<file path="src/design/octalRam_params.svh">
`ifndef OCTALRAM_PARAMS_SVH
`define OCTALRAM_PARAMS_SVH

// bus widths.
`define OR_ADDR_W 32 // psram byte address.
`define OR_DATA_W 16 // one ddr word, rise byte on top.
`define OR_EBR_AW 9 // block ram address, 512 words.

// power-up wait before the reset pulse.
// device tPU is 150us; the count assumes a slow fabric clock.
`define OR_RESET_WAIT 100

// filler cycles between the last address byte and the write word.
`define OR_WR_LATENCY 5

// cycles from the end of a mode-register address to its data.
`define OR_MR_LATENCY 9

// cycles from the end of a burst-read address to the first word.
`define OR_RD_LATENCY 1

// burst read length in words.
`define OR_RD_WORDS 20

// mode-register table sizes.
`define OR_MR_WR_COUNT 4
`define OR_MR_RD_COUNT 6

// high byte put on mode-register read-back so it is easy to spot in block ram.
`define OR_MR_TAG 8'h55

`endif

</file>
<file path="src/design/octalRamPkg.sv">
`include "octalRam_params.svh"

package octalRamPkg;

	// operation requested by the host, held as a level.
	typedef enum logic [2:0] {
		opIdle = 3'd0,
		opResetIc = 3'd1, // power-up wait and rst# pulse.
		opModeWrite = 3'd2, // walk the write half of the table.
		opModeRead = 3'd3, // read mode registers into block ram.
		opBurstWrite = 3'd4, // one word at address.
		opBurstRead = 3'd5 // OR_RD_WORDS words into block ram.
	} opCode_t;

	// psram instruction bytes, sent on both edges.
	typedef enum logic [7:0] {
		cmdBurstRead = 8'h20,
		cmdBurstWrite = 8'hA0,
		cmdModeRead = 8'h40,
		cmdModeWrite = 8'hC0
	} psramCmd_t;

	// sequencer phases.
	typedef enum logic [2:0] {
		phIdle, phPowerWait, phResetPulse, phCommand, phAddress, phLatency, phData, phClose
	} seqPhase_t;

	// what the current step has to put on the bus.
	typedef struct packed {
		opCode_t op;
		psramCmd_t cmd;
		logic [`OR_ADDR_W-1:0] addr; // mode accesses use the low byte only.
		logic [`OR_DATA_W-1:0] wrWord; // mode data sits in the high byte.
		logic isRead;
		logic lastStep; // last table entry, or a single-step op.
	} seqPlan_t;

	// pins toward the memory, ddr bytes split by edge.
	typedef struct packed {
		logic ceN;
		logic rstN;
		logic dqOe; // dq driven by us.
		logic dqsOe; // dqs/dm driven by us.
		logic dqsDm; // dm=1 masks the write byte.
		logic [7:0] rise;
		logic [7:0] fall;
	} psramBus_t;

	typedef struct packed {
		logic [7:0] rise;
		logic [7:0] fall;
	} psramIn_t;

	typedef struct packed {
		logic en;
		logic [`OR_EBR_AW-1:0] addr;
		logic [`OR_DATA_W-1:0] data;
	} ebrWrite_t;

	// bus state between frames.
	localparam psramBus_t BusIdle = '{ceN: 1'b1, rstN: 1'b1, dqOe: 1'b0, dqsOe: 1'b1,
		dqsDm: 1'b0, rise: 8'h00, fall: 8'h00};

endpackage

</file>
<file path="src/design/burstSequencer.sv">
`include "octalRam_params.svh"

module burstSequencer (
	input logic iClk,
	input logic iRst_N,
	input octalRamPkg::opCode_t opCode,
	input octalRamPkg::seqPlan_t seqPlan,
	output logic [2:0] stepIndex,
	output octalRamPkg::psramBus_t psramOut,
	output logic captureStart, // first bus cycle after the address of a read.
	output logic stepEnd, // last bus cycle of a frame.
	output logic opDone
);
	import octalRamPkg::*;

	localparam int CntW = $clog2(`OR_RESET_WAIT + 1); // power wait is the longest phase.

	seqPhase_t phase;
	seqPhase_t phaseNext;
	logic [CntW-1:0] cnt; // cycles spent in the current phase.
	logic [CntW-1:0] phaseLen;
	logic phaseDone;
	logic armed;
	logic start;
	psramBus_t busNext;

	assign start = armed && (opCode != opIdle) && (phase == phIdle);
	assign phaseDone = (cnt == phaseLen - 1'b1);

	// length of each phase in cycles.
	always_comb
	begin
		case (phase)
			phPowerWait:
				phaseLen = CntW'(`OR_RESET_WAIT);
			phAddress:
				phaseLen = CntW'(2); // four address bytes over two cycles.
			phLatency:
				// reads get one more cycle so the last capture lands inside the frame.
				if (!seqPlan.isRead)
					phaseLen = CntW'(`OR_WR_LATENCY);
				else if (seqPlan.op == opModeRead)
					phaseLen = CntW'(`OR_MR_LATENCY + 1);
				else
					phaseLen = CntW'(`OR_RD_LATENCY + 1);
			phData:
				phaseLen = (seqPlan.op == opBurstRead) ? CntW'(`OR_RD_WORDS) : CntW'(1);
			default:
				phaseLen = CntW'(1);
		endcase
	end

	always_comb
	begin
		phaseNext = phase;
		case (phase)
			phIdle:
				if (start)
					phaseNext = (opCode == opResetIc) ? phPowerWait : phCommand;
			phPowerWait:
				if (phaseDone)
					phaseNext = phResetPulse;
			phResetPulse:
				phaseNext = phClose;
			phCommand:
				phaseNext = phAddress;
			phAddress:
				if (phaseDone)
					phaseNext = (seqPlan.op == opModeWrite) ? phData : phLatency; // latency 1.
			phLatency:
				if (phaseDone)
					phaseNext = phData;
			phData:
				if (phaseDone)
					phaseNext = phClose;
			phClose:
				phaseNext = seqPlan.lastStep ? phIdle : phCommand;
			default:
				phaseNext = phIdle;
		endcase
	end

	// bus contents for the next cycle.
	always_comb
	begin
		busNext = BusIdle;
		case (phase)
			phResetPulse:
				busNext.rstN = 1'b0; // ce# stays high.
			phCommand:
			begin
				busNext.ceN = 1'b0;
				busNext.dqOe = 1'b1;
				busNext.rise = seqPlan.cmd; // same byte on both edges.
				busNext.fall = seqPlan.cmd;
			end
			phAddress:
			begin
				busNext.ceN = 1'b0;
				busNext.dqOe = 1'b1;
				busNext.rise = cnt[0] ? seqPlan.addr[15:8] : seqPlan.addr[31:24]; // msb first.
				busNext.fall = cnt[0] ? seqPlan.addr[7:0] : seqPlan.addr[23:16];
			end
			phLatency, phData:
			begin
				busNext.ceN = 1'b0;
				busNext.dqOe = !seqPlan.isRead; // release dq for reads.
				busNext.dqsOe = (seqPlan.op != opBurstRead); // memory drives dqs.
				if (phase == phData && !seqPlan.isRead)
				begin
					busNext.rise = seqPlan.wrWord[15:8];
					busNext.fall = seqPlan.wrWord[7:0];
				end
			end
			default:
				busNext = BusIdle; // power wait and close.
		endcase
	end

	always_ff @(posedge iClk or negedge iRst_N)
	begin
		if (!iRst_N)
		begin
			phase <= phIdle;
			cnt <= '0;
			armed <= 1'b1;
			stepIndex <= '0;
			psramOut <= BusIdle;
			captureStart <= 1'b0;
			stepEnd <= 1'b0;
			opDone <= 1'b0;
		end
		else
		begin
			phase <= phaseNext;
			cnt <= phaseDone ? '0 : cnt + 1'b1; // every phase leaves when done.
			psramOut <= busNext;
			captureStart <= (phase == phLatency) && (cnt == '0) && seqPlan.isRead;
			stepEnd <= (phase == phData) && phaseDone;
			opDone <= (phase == phClose) && seqPlan.lastStep; // with ce# back high.
			if (opCode == opIdle)
				armed <= 1'b1;
			else if (start)
				armed <= 1'b0; // one run per op code.
			if (phase == phClose)
				stepIndex <= seqPlan.lastStep ? '0 : stepIndex + 1'b1;
		end
	end

endmodule

</file>
<file path="src/design/octalRamOperator.sv">
`include "octalRam_params.svh"

module octalRamOperator (
	input logic iClk,
	input logic iRst_N,
	input octalRamPkg::opCode_t opCode, // level, back to idle after opDone.
	input logic [`OR_ADDR_W-1:0] address,
	input logic [`OR_DATA_W-1:0] wrData,
	input octalRamPkg::psramIn_t psramIn, // ddr bytes from the pads.
	output logic opDone,
	output logic [`OR_DATA_W-1:0] rdData,
	output octalRamPkg::psramBus_t psramOut,
	output octalRamPkg::ebrWrite_t ebrWr
);
	import octalRamPkg::*;

	seqPlan_t seqPlan;
	logic [2:0] stepIndex;
	logic captureStart;
	logic stepEnd;

	// op code, address and table entry for the current step.
	opDecoder uDecoder (
		.iClk(iClk),
		.iRst_N(iRst_N),
		.opCode(opCode),
		.address(address),
		.wrData(wrData),
		.stepIndex(stepIndex),
		.seqPlan(seqPlan)
	);

	// frames on the psram bus.
	burstSequencer uSequencer (
		.iClk(iClk),
		.iRst_N(iRst_N),
		.opCode(opCode),
		.seqPlan(seqPlan),
		.stepIndex(stepIndex),
		.psramOut(psramOut),
		.captureStart(captureStart),
		.stepEnd(stepEnd),
		.opDone(opDone)
	);

	// read data into block ram.
	readCapture uCapture (
		.iClk(iClk),
		.iRst_N(iRst_N),
		.seqPlan(seqPlan),
		.captureStart(captureStart),
		.stepEnd(stepEnd),
		.psramIn(psramIn),
		.ebrWr(ebrWr),
		.rdData(rdData)
	);

endmodule

</file>
<file path="src/design/opDecoder.sv">
`include "octalRam_params.svh"

module opDecoder (
	input logic iClk,
	input logic iRst_N,
	input octalRamPkg::opCode_t opCode,
	input logic [`OR_ADDR_W-1:0] address,
	input logic [`OR_DATA_W-1:0] wrData,
	input logic [2:0] stepIndex, // table position from the sequencer.
	output octalRamPkg::seqPlan_t seqPlan
);
	import octalRamPkg::*;

	localparam int TableSize = `OR_MR_WR_COUNT + `OR_MR_RD_COUNT;
	localparam int IdxW = $clog2(TableSize);

	// {register address, register data}; write pairs first, then read addresses.
	localparam logic [15:0] ModeTable [TableSize] = '{
		16'h0011, // mr0, drive strength and read latency.
		16'h0420, // mr4, write latency.
		16'h0803, // mr8, burst length.
		16'h0600, // mr6 cleared.
		16'h0000, // read entries carry no data.
		16'h0100,
		16'h0200,
		16'h0300,
		16'h0400,
		16'h0800
	};

	logic armed; // set by idle, cleared by a capture.
	logic capture;
	opCode_t opReg;
	logic [`OR_ADDR_W-1:0] addrReg;
	logic [`OR_DATA_W-1:0] wordReg;
	logic [IdxW-1:0] tableIdx;
	logic [15:0] entry;
	logic isMode;
	psramCmd_t cmd;
	logic lastStep;

	// same arming rule as the sequencer, so both see the same start.
	assign capture = armed && (opCode != opIdle);

	always_ff @(posedge iClk or negedge iRst_N)
	begin
		if (!iRst_N)
		begin
			armed <= 1'b1;
			opReg <= opIdle;
		end
		else
		begin
			if (capture)
				opReg <= opCode;
			if (opCode == opIdle)
				armed <= 1'b1;
			else if (capture)
				armed <= 1'b0;
		end
	end

	always_ff @(posedge iClk)
	begin
		if (capture)
		begin
			addrReg <= address; // held for the whole op.
			wordReg <= wrData;
		end
	end

	assign isMode = (opReg == opModeWrite) || (opReg == opModeRead);
	// reads index past the write pairs.
	assign tableIdx = IdxW'(stepIndex) + ((opReg == opModeRead) ? IdxW'(`OR_MR_WR_COUNT) : '0);
	assign entry = ModeTable[tableIdx];

	always_comb
	begin
		case (opReg)
			opModeWrite:
			begin
				cmd = cmdModeWrite;
				lastStep = (stepIndex == 3'(`OR_MR_WR_COUNT - 1));
			end
			opModeRead:
			begin
				cmd = cmdModeRead;
				lastStep = (stepIndex == 3'(`OR_MR_RD_COUNT - 1));
			end
			opBurstWrite:
			begin
				cmd = cmdBurstWrite;
				lastStep = 1'b1;
			end
			default:
			begin
				cmd = cmdBurstRead; // reset ic never sends a command.
				lastStep = 1'b1;
			end
		endcase
	end

	always_comb
	begin
		seqPlan.op = opReg;
		seqPlan.cmd = cmd;
		seqPlan.addr = isMode ? {{(`OR_ADDR_W - 8){1'b0}}, entry[15:8]} : addrReg;
		seqPlan.wrWord = isMode ? {entry[7:0], 8'h00} : wordReg; // mode data on rise only.
		seqPlan.isRead = (opReg == opModeRead) || (opReg == opBurstRead);
		seqPlan.lastStep = lastStep;
	end

endmodule

</file>
<file path="src/design/readCapture.sv">
`include "octalRam_params.svh"

module readCapture (
	input logic iClk,
	input logic iRst_N,
	input octalRamPkg::seqPlan_t seqPlan,
	input logic captureStart,
	input logic stepEnd,
	input octalRamPkg::psramIn_t psramIn,
	output octalRamPkg::ebrWrite_t ebrWr,
	output logic [`OR_DATA_W-1:0] rdData // first word of the last burst read.
);
	import octalRamPkg::*;

	localparam int MaxLat = (`OR_MR_LATENCY > `OR_RD_LATENCY) ? `OR_MR_LATENCY : `OR_RD_LATENCY;
	localparam int LatW = $clog2(MaxLat + 1);
	localparam int WordW = $clog2(`OR_RD_WORDS + 1);

	logic isModeRead;
	logic waiting; // counting down the read latency.
	logic streaming; // burst words after the first.
	logic take; // psramIn holds a valid word this cycle.
	logic [LatW-1:0] latCnt;
	logic [WordW-1:0] wordCnt;
	logic [`OR_EBR_AW-1:0] baseAddr;
	logic ebrEn;
	logic [`OR_EBR_AW-1:0] ebrAddr;
	logic [`OR_DATA_W-1:0] ebrData;

	assign isModeRead = (seqPlan.op == opModeRead);
	assign take = (waiting && latCnt == '0) || streaming;
	assign ebrWr = '{en: ebrEn, addr: ebrAddr, data: ebrData};

	always_ff @(posedge iClk or negedge iRst_N)
	begin
		if (!iRst_N)
		begin
			waiting <= 1'b0;
			streaming <= 1'b0;
			latCnt <= '0;
			wordCnt <= '0;
			baseAddr <= '0;
			ebrEn <= 1'b0;
		end
		else
		begin
			ebrEn <= take;
			if (captureStart)
			begin
				waiting <= 1'b1;
				latCnt <= isModeRead ? LatW'(`OR_MR_LATENCY - 1) : LatW'(`OR_RD_LATENCY - 1);
			end
			else if (waiting)
			begin
				if (latCnt == '0)
				begin
					waiting <= 1'b0;
					streaming <= !isModeRead && (`OR_RD_WORDS > 1); // mode read is one byte.
					wordCnt <= WordW'(`OR_RD_WORDS - 1);
				end
				else
					latCnt <= latCnt - 1'b1;
			end
			else if (streaming)
			begin
				wordCnt <= wordCnt - 1'b1;
				if (wordCnt == WordW'(1))
					streaming <= 1'b0;
			end
			// mode read steps one address per frame, bursts one per word.
			if (stepEnd)
				baseAddr <= seqPlan.lastStep ? '0 : baseAddr + 1'b1;
			else if (take && !isModeRead)
				baseAddr <= baseAddr + 1'b1;
		end
	end

	always_ff @(posedge iClk)
	begin
		if (take)
		begin
			ebrAddr <= baseAddr;
			// only the falling byte is valid on a mode read.
			ebrData <= isModeRead ? {`OR_MR_TAG, psramIn.fall} : {psramIn.rise, psramIn.fall};
		end
		if (take && waiting && !isModeRead)
			rdData <= {psramIn.rise, psramIn.fall};
	end

endmodule

</file>
<file path="config.mk">
export PLATFORM = sky130hd
export DESIGN_NAME = octalRamOperator
export DESIGN_NICKNAME = d
export VERILOG_FILES = /design/src/design/octalRamPkg.sv /design/src/design/burstSequencer.sv /design/src/design/octalRamOperator.sv /design/src/design/opDecoder.sv /design/src/design/readCapture.sv
export VERILOG_INCLUDE_DIRS = /design/src /design/src/design
export SDC_FILE = /design/constraint.sdc
export NUM_CORES = 1
export LEC_CHECK = 0
export ABC_AREA = 1
export BUFFER_PORTS_ARGS = -buffer_cell sky130_fd_sc_hd__buf_2
export CORE_AREA = 10 10 155 157
export DETAILED_ROUTE_END_ITERATION = 7
export DIE_AREA = 0 0 165 167
export PLACE_DENSITY = 0.52
export SLEW_MARGIN = 5
export SYNTH_ARGS = -nofsm -noshare
export SYNTH_HDL_FRONTEND = slang
export SYNTH_SLANG_ARGS = --single-unit
</file>
<file path="constraint.sdc">
create_clock -name iClk -period 2.2 [get_ports iClk]
set_input_delay 0.22 -clock iClk [delete_from_list [all_inputs] [get_ports iClk]]
set_output_delay 0.22 -clock iClk [all_outputs]
set_load 0.01 [all_outputs]
</file>
==> results of run 1 <==
-- routing by layer --
layer | GRT usage [%] | part of all wire, %
met5 | 0 | 0
met4 | 2.73 | 0.68
met3 | 5.33 | 9.8
met2 | 17.3 | 45
met1 | 14.0 | 44
-- cells in the final DEF, fill, tap and decap left out, drive strengths merged, types with 4 or more instances in the layout --
cell / instances
dlygate4sd3: 67
or2: 4
buf: 154
xor2: 9
mux2i: 4
inv: 67
dfstp: 5
nor2: 51
o211ai: 5
edfxtp: 89
clkinv: 6
nand3: 33
o31ai: 6
o21ai: 25
clkbuf: 20
dfrtp: 57
a21oi: 32
ha: 13
nor3: 10
nand2: 85
-- cells by family after synthesis --
| family | count (synthesis) |
|---|---|
| DFF | 151 |
| adders and majority gates | 13 |
| and+or+nand+nor | 191 |
| xor gates and xnor gates | 9 |
| buffers and inverters | 77 |
| AOI/OAI and AO/OA | 82 |
| other | 1 |
| muxes | 4 |
-- final cells by class --
type | count | area (sq um)
sequential | 151 | 4240
timing repair buffer | 221 | 1520
tap | 275 | 344
clock inverter | 12 | 153
fill | 1934 | 12200
multi-input combinational | 300 | 1690
inverter | 66 | 253
clock buffer | 20 | 437
-- cells in the mapped netlist (3+ instances only) --
library cell and n:
nand2_2 4, o21ai_0 24, nor3_1 8, nand2_1 80, clkbuf_1 5, ha_1 13
o211ai_1 5, mux2i_1 4, dfrtp_1 57, o31ai_1 6, a21oi_1 31, or2_2 4
nor2_1 47, buf_4 3, o311ai_0 3, dfstp_2 5, xor2_1 9, inv_2 7
edfxtp_1 89, nor2_2 3, nand3_1 31, inv_1 59
-- power groups by stage --
stage	Combinational, mW	Clock [mW]	Sequential [mW]
floorplan	1.74	0	4.02
global placement	2.70	0	3.99
detailed placement	2.79	0	3.98
CTS	2.89	3.00	3.94
global route	3.41	3.12	4.02
finish	3.05	2.91	3.96
-- timing repair --
| item | CTS | global route |
|---|---|---|
| endpoints found under the setup margin | 0 | 17 |
| endpoints found under the hold margin | 91 | 0 |
| setup buffers | 0 | 4 |
| hold buffers | 67 | 0 |
| resized for setup | 0 | 22 |
-- sequential cells by signal (all words and copies together), names as in the netlist --
name                     cells
uDecoder.addrReg            32
uSequencer.psramOut         20
uCapture.ebrData            16
uCapture.rdData             16
uDecoder.wordReg            16
uCapture.baseAddr            9
uCapture.ebrAddr             9
uSequencer.cnt               7
uCapture.wordCnt             5
uCapture.latCnt              4
uDecoder.opReg               3
uSequencer.phase             3
uSequencer.stepIndex         3
uCapture.ebrEn               1
uCapture.streaming           1
uCapture.waiting             1
uDecoder.armed               1
uSequencer.armed             1
uSequencer.captureStart      1
uSequencer.opDone            1
uSequencer.stepEnd           1
-- stage by stage --
step	instance area [sq um]	hold WS (ns)	setup slack (ns)	util [%]
after floorplan	6190	-0.0756	0.0297	-
after global placement	7300	0.216	0.156	35.0
after detailed placement	7300	0.222	0.0943	35.0
after CTS	8560	0.0608	0.0809	41.1
after global routing	8640	0.0963	-0.0295	41.5
final	8640	0.0745	0.0719	41.5
-- worst reg2reg max path, stage by stage (launching register included) --
cell and delay (ns):
dfrtp_2 0.43, inv_2 0.11, nand2_4 0.08, nor2_4 0.15, nand2_2 0.08, nand3_1 0.12, inv_2 0.05, ha_1 0.22
nand4_2 0.14, nand2_1 0.06, nand2_1 0.06, nand3_1 0.06, nor2_1 0.14, nand2_2 0.14, nand2_2 0.10, nand3_1 0.07
nand2_1 0.07
-- final timing paths --
check | from | endpoint | slack, ns | cells past startpoint
max | uSequencer.phase[1] | uSequencer.phase[1] | 0.07 | 16
min | opCode[1] | uDecoder.opReg[1] | 0.07 | 3
max reg2reg | uSequencer.phase[1] | uSequencer.phase[1] | 0.07 | 16
min reg2reg | uCapture.baseAddr[8] | uCapture.ebrAddr[8] | 0.46 | 0
max in group asynchronous | iRst_N | uSequencer.psramOut[20] | 1.14 | 3
min in group asynchronous | iRst_N | uCapture.wordCnt[4] | 0.31 | 2
==> results.md, run 1 <==
- All-Layer GR Usage: 11.3%
- DR vias/cell: roughly 4.4
- Synth top area share: between 40 and 50%
- Worst setup EP type: flip-flop
- CTS tree: built
- Post-synthesis mux area share: less than 1%
- Core ar.: roughly 21000 sq um
- Final period util: 96.7%
- Die area: approximately 28000 sq um
- Placed insts: around 940
- Clock transition at path regs: around 0.060 ns
- Number of buffers created by CTS: 17
- FMAX: roughly 0.47 GHz
- Worst VDD drop: about 0.69 mV
- Net Switching: 3.34 mW
- # DRC: 0
- Vias: between 4000 and 5000
- Max-slew headroom: between 60 and 70%
- CP delay by family, top: simple AND/OR/NAND/NOR gates
- Largest family of logic cells by synthesized area: simple AND/OR/NAND/NOR gates
- Layout cells sized above 1: around 30%
- Max incr delay on CP: roughly 0.43 ns
- GRT overflow: 0
- Max-Cap Viols: 0
- Status: finished clean
- EDFF count, synth: 89
- Logic pwr share: ~31%
- Nets: ~840
- Die height: around 170 microns
- Final setup vio count: 0
- Clk pwr share: between 20% and 30%
- First-pass GRT wire length: ~25 mm
- Complex-gate fraction of the synthesized area: around 8%
- Clk buf depth: 2
- Hold WC Path Type: input pin to flip-flop
- Starting density of the core: 29.7%
- Synth warnings: 0
- Reg power frac: about two fifths
- Post-synthesis adder-cell area fraction: around 2.6%
- Number of global-route vias before repair: around 4800
- Worst Max-Slew Pin Slew: roughly 0.5 ns
- Post-Syn Area: slightly above 6000 sq um
- DR pass1 iterations: 4
- Layout overhead on the synthesized area: 39.7%
- Crit path required time: approximately 2.6 ns
- Top cells by area, synth: edfxtp_1, dfrtp_1, nand2_1
- Critical path class: flip-flop to flip-flop
- Ys flop type: edfxtp_1
- Root Driver: clkbuf_16
- Largest net degree at the start of global routing: 28
- # IOs: about 130
- CP Max Fanout: 5
- Post-layout min period: roughly 2.1 ns
- Num rows: between 50 and 60
- Ant diodes: 0
- Buf/Inv on CP: 2
- CP Launch Type: flip-flop
- Synthesized instance count: 528
- Crit-path cells: inv_2, nand2_4, nor2_4, nand2_2, nand3_1, inv_2, ha_1, nand4_2, nand2_1, nand2_1, nand3_1, nor2_1, nand2_2, nand2_2, nand3_1, nand2_1
- Initial antenna violation count: 0
- Xor and xnor area share after synthesis: under 10%
- Clk_lat worst skew: between 0.4 and 0.5 ns
- Sw Ratio: between 30% and 40%
- Wire per inst: between 15 and 20 microns
- Number of H-tree levels: 4
- Non-filler instance count after layout: about 1000
- DRT antenna net count: 0
- Mapped Nets: 610
- Buffers on Ports: around 130
- Worst Path Arrival: 2.48 ns
- Library cells used by synthesis: 45
- Tot Pwr: around 10 mW
- LEAKAGE: between 3 and 4 nW
- PD cells: 1150 nW/um^2
- Final setup TNS: 0 ns
- Dpl hpwl: roughly 11 mm
- DRT iter0 DRCs: about 220
- GPL Wtd Cong: between 0.8 and 0.9
- Clock Skews: approximately 0.0091 ns
- Asr flop ratio synth: about two fifths
- Internal: about 6.6 mW
- Slowest CP cell: dfrtp_2
- Fraction of the mapped netlist area in simple logic gates: between 10 and 15%
- Sequential element share of the synthesized area: about two thirds
- Area leader, netlist: edfxtp_1
- Final Hold Fails: 0
- #FFs+latches synth: 151
- Syn_area_per_cell: around 12 sq um
- Slew Viols, Final: 0
- Clock sink count: ~150
- Die width: 165 microns
- Total length of routed wires: 16.0 mm
No activity file was read; power rests on OpenSTA's default activity.
==> inputs of run 2 (changes only) <==
- CTS_BUF_LIST: unset -> sky130_fd_sc_hd__clkbuf_8
- PLACE_DENSITY: 0.52 -> 0.58
==> run 2 against run 1 <==
Effect of this change:
- clock skew grew 0.0030 ns
- worst hold slack got worse by 0.015 ns
- routed wire length is 4.2% lower
- sequential power about the same
- maximum frequency rose by 5.5%
- total power down 9.6%
==> results.md, run 2 (synthesis results as in run 1) <==
- DRT antenna net count: 0
- Clock transition at path regs: roughly 0.07 ns
- Root Driver: clkbuf_8
- DR pass1 iterations: 4
- All-Layer GR Usage: 11.3%
- Max-Cap Viols: 0
- Die height: roughly 170 microns
- Reg with most FFs: uDecoder.addrReg
- Ant diodes: 0
- Die area: 27600 sq um
- DR vias/cell: 4.38
- CP delay by family, top: simple AND/OR/NAND/NOR gates
- Number of global-route vias before repair: around 4700
- Clock sink count: approximately 150
- Num rows: 53
- Layout cells sized above 1: between 20 and 30%
- Final setup vio count: 0
- Worst setup EP type: flip-flop
- Largest net degree at the start of global routing: between 50 and 60
- Initial antenna violation count: 0
- Final Hold Fails: 0
- Hold WC Path Type: input pin to flip-flop
- Post-layout min period: 2.02 ns
- Starting density of the core: just under 30%
- Clk_lat worst skew: roughly 0.45 ns
- Max-slew headroom: about three fifths
- Slowest CP cell: dfrtp_2
- Crit path required time: 2.58 ns
- # DRC: 0
- CP Max Fanout: 5
- Most frequent cells in the layout: buf_2, edfxtp_1, nand2_1
- Wire per inst: 14.7 microns
- Total length of routed wires: between 15 and 20 mm
- Unrepaired setup endpoints after global routing: false
- Clock Skews: around 0.012 ns
- Crit-path cells: buf_4, nor2_2, inv_2, o21ai_1, inv_1, ha_2, xor2_1, nand3_1, nor2_2, nand2_2, nand2_1, nand3_1, nand2_1
- Number of buffers created by CTS: 17
- Number of H-tree levels: 4
- Die width: between 150 and 200 microns
- Worst VDD drop: 0.591 mV
- GPL Wtd Cong: between 0.7 and 0.8
- Status: finished clean
- Final period util: between 90% and 100%
- Worst Max-Slew Pin Slew: roughly 0.59 ns
- Top Registers: uDecoder.addrReg x32, uSequencer.psramOut x20
- Max incr delay on CP: between 0.4 and 0.5 ns
- Critical path class: flip-flop to flip-flop
- Dpl hpwl: 10.3 mm
- DRT iter0 DRCs: 233
- Layout overhead on the synthesized area: 35.5%
- GRT overflow: 0
- Fillers: 1990
- PD cells: ~1100 nW/um^2
- Final setup TNS: 0 ns
- Core ar.: roughly 21000 sq um
- Slew Viols, Final: 0
- First-pass GRT wire length: between 20 and 25 mm
- CTS tree: built
- Commonest non-fill, non-tap cell in the layout: buf_2
- # IOs: around 130
- Clk buf depth: 2
- Max reg flops: 32
- Hold Slack: slightly below 0.06 ns
- CP Launch Type: flip-flop
- Worst Path Arrival: about 2.4 ns
- Buffers on Ports: 131
- Vias: 4546
- Buf/Inv on CP: 3
- Nets: between 800 and 900
- LEAKAGE: about 3.7 nW
- FMAX: between 0.4 and 0.5 GHz
[run 2: cell count changes in the layout (fill, tap and decap cells not counted), moves of 6 or more]
cell	change
clkbuf_16	-17
clkbuf_8	+17
inv_1	+8
buf_4	-6
[run 2: metal layers]
layer / GRT usage [%] / vias to the layer above / routed length [microns]
met5: 0 / - / 0
met4: 3.47 / 0 / 141
met3: 5.52 / 11 / 1750
met2: 16.7 / 176 / 6710
met1: 14.2 / 2110 / 6700
li1: - / 2249 / -
[run 2: worst paths after layout]
path	from	to	slack [ns]	depth (start not counted)
max	uSequencer.phase[0]	uSequencer.phase[0]	0.18	13
min	opCode[1]	uDecoder.opReg[1]	0.06	3
max reg2reg	uSequencer.phase[0]	uSequencer.phase[0]	0.18	13
min reg2reg	uCapture.baseAddr[8]	uCapture.ebrAddr[8]	0.46	0
max in group asynchronous	iRst_N	uSequencer.psramOut[17]	1.21	3
min in group asynchronous	iRst_N	uSequencer.psramOut[6]	0.31	2
[run 2: cell type report]
class,instances,area (sq um),share of cell area (%)
Multi-Input combinational cell,300,1680,20.1
Clock inverter,15,153,1.82
Inverter,66,253,3.02
Sequential cell,151,4230,50.5
Clock buffer,17,234,2.79
Tap cell,275,344,4.11
Timing Repair Buffer,215,1480,17.7
[run 2: repair_timing]
| item | CTS | global route |
|---|---|---|
| setup buffers | 0 | 2 |
| setup endpoints to repair | 0 | 11 |
| hold buffers | 67 | 0 |
| hold endpoints to repair | 93 | 0 |
| resized for setup | 0 | 15 |
[run 2: worst reg2reg max path: stages, from the launching register on]
cell and delay (ns):
dfrtp_2 0.46, buf_4 0.17, nor2_2 0.14, inv_2 0.05, o21ai_1 0.06, inv_1 0.06, ha_2 0.32, xor2_1 0.15
nand3_1 0.11, nor2_2 0.12, nand2_2 0.11, nand2_1 0.09, nand3_1 0.06, nand2_1 0.07
[run 2: through the flow]
stage	cells	worst slack [ns]	power [mW]	util, %	area, sq um
floorplan	528	0.0297	5.76	-	6190
global placement	938	0.130	6.69	34.9	7270
detailed placement	938	0.0859	6.72	34.9	7270
CTS	1037	0.0737	8.97	40.0	8320
global route	1039	0.000795	9.65	40.2	8380
finish	1039	0.182	8.97	40.2	8380
[run 2: report_power, final]
part | leakage (nW) | internal (mW) | switching [mW]
clock network | 0.205 | 1.09 | 1.01
logic | 1.85 | 1.15 | 1.79
registers | 1.60 | 3.59 | 0.333
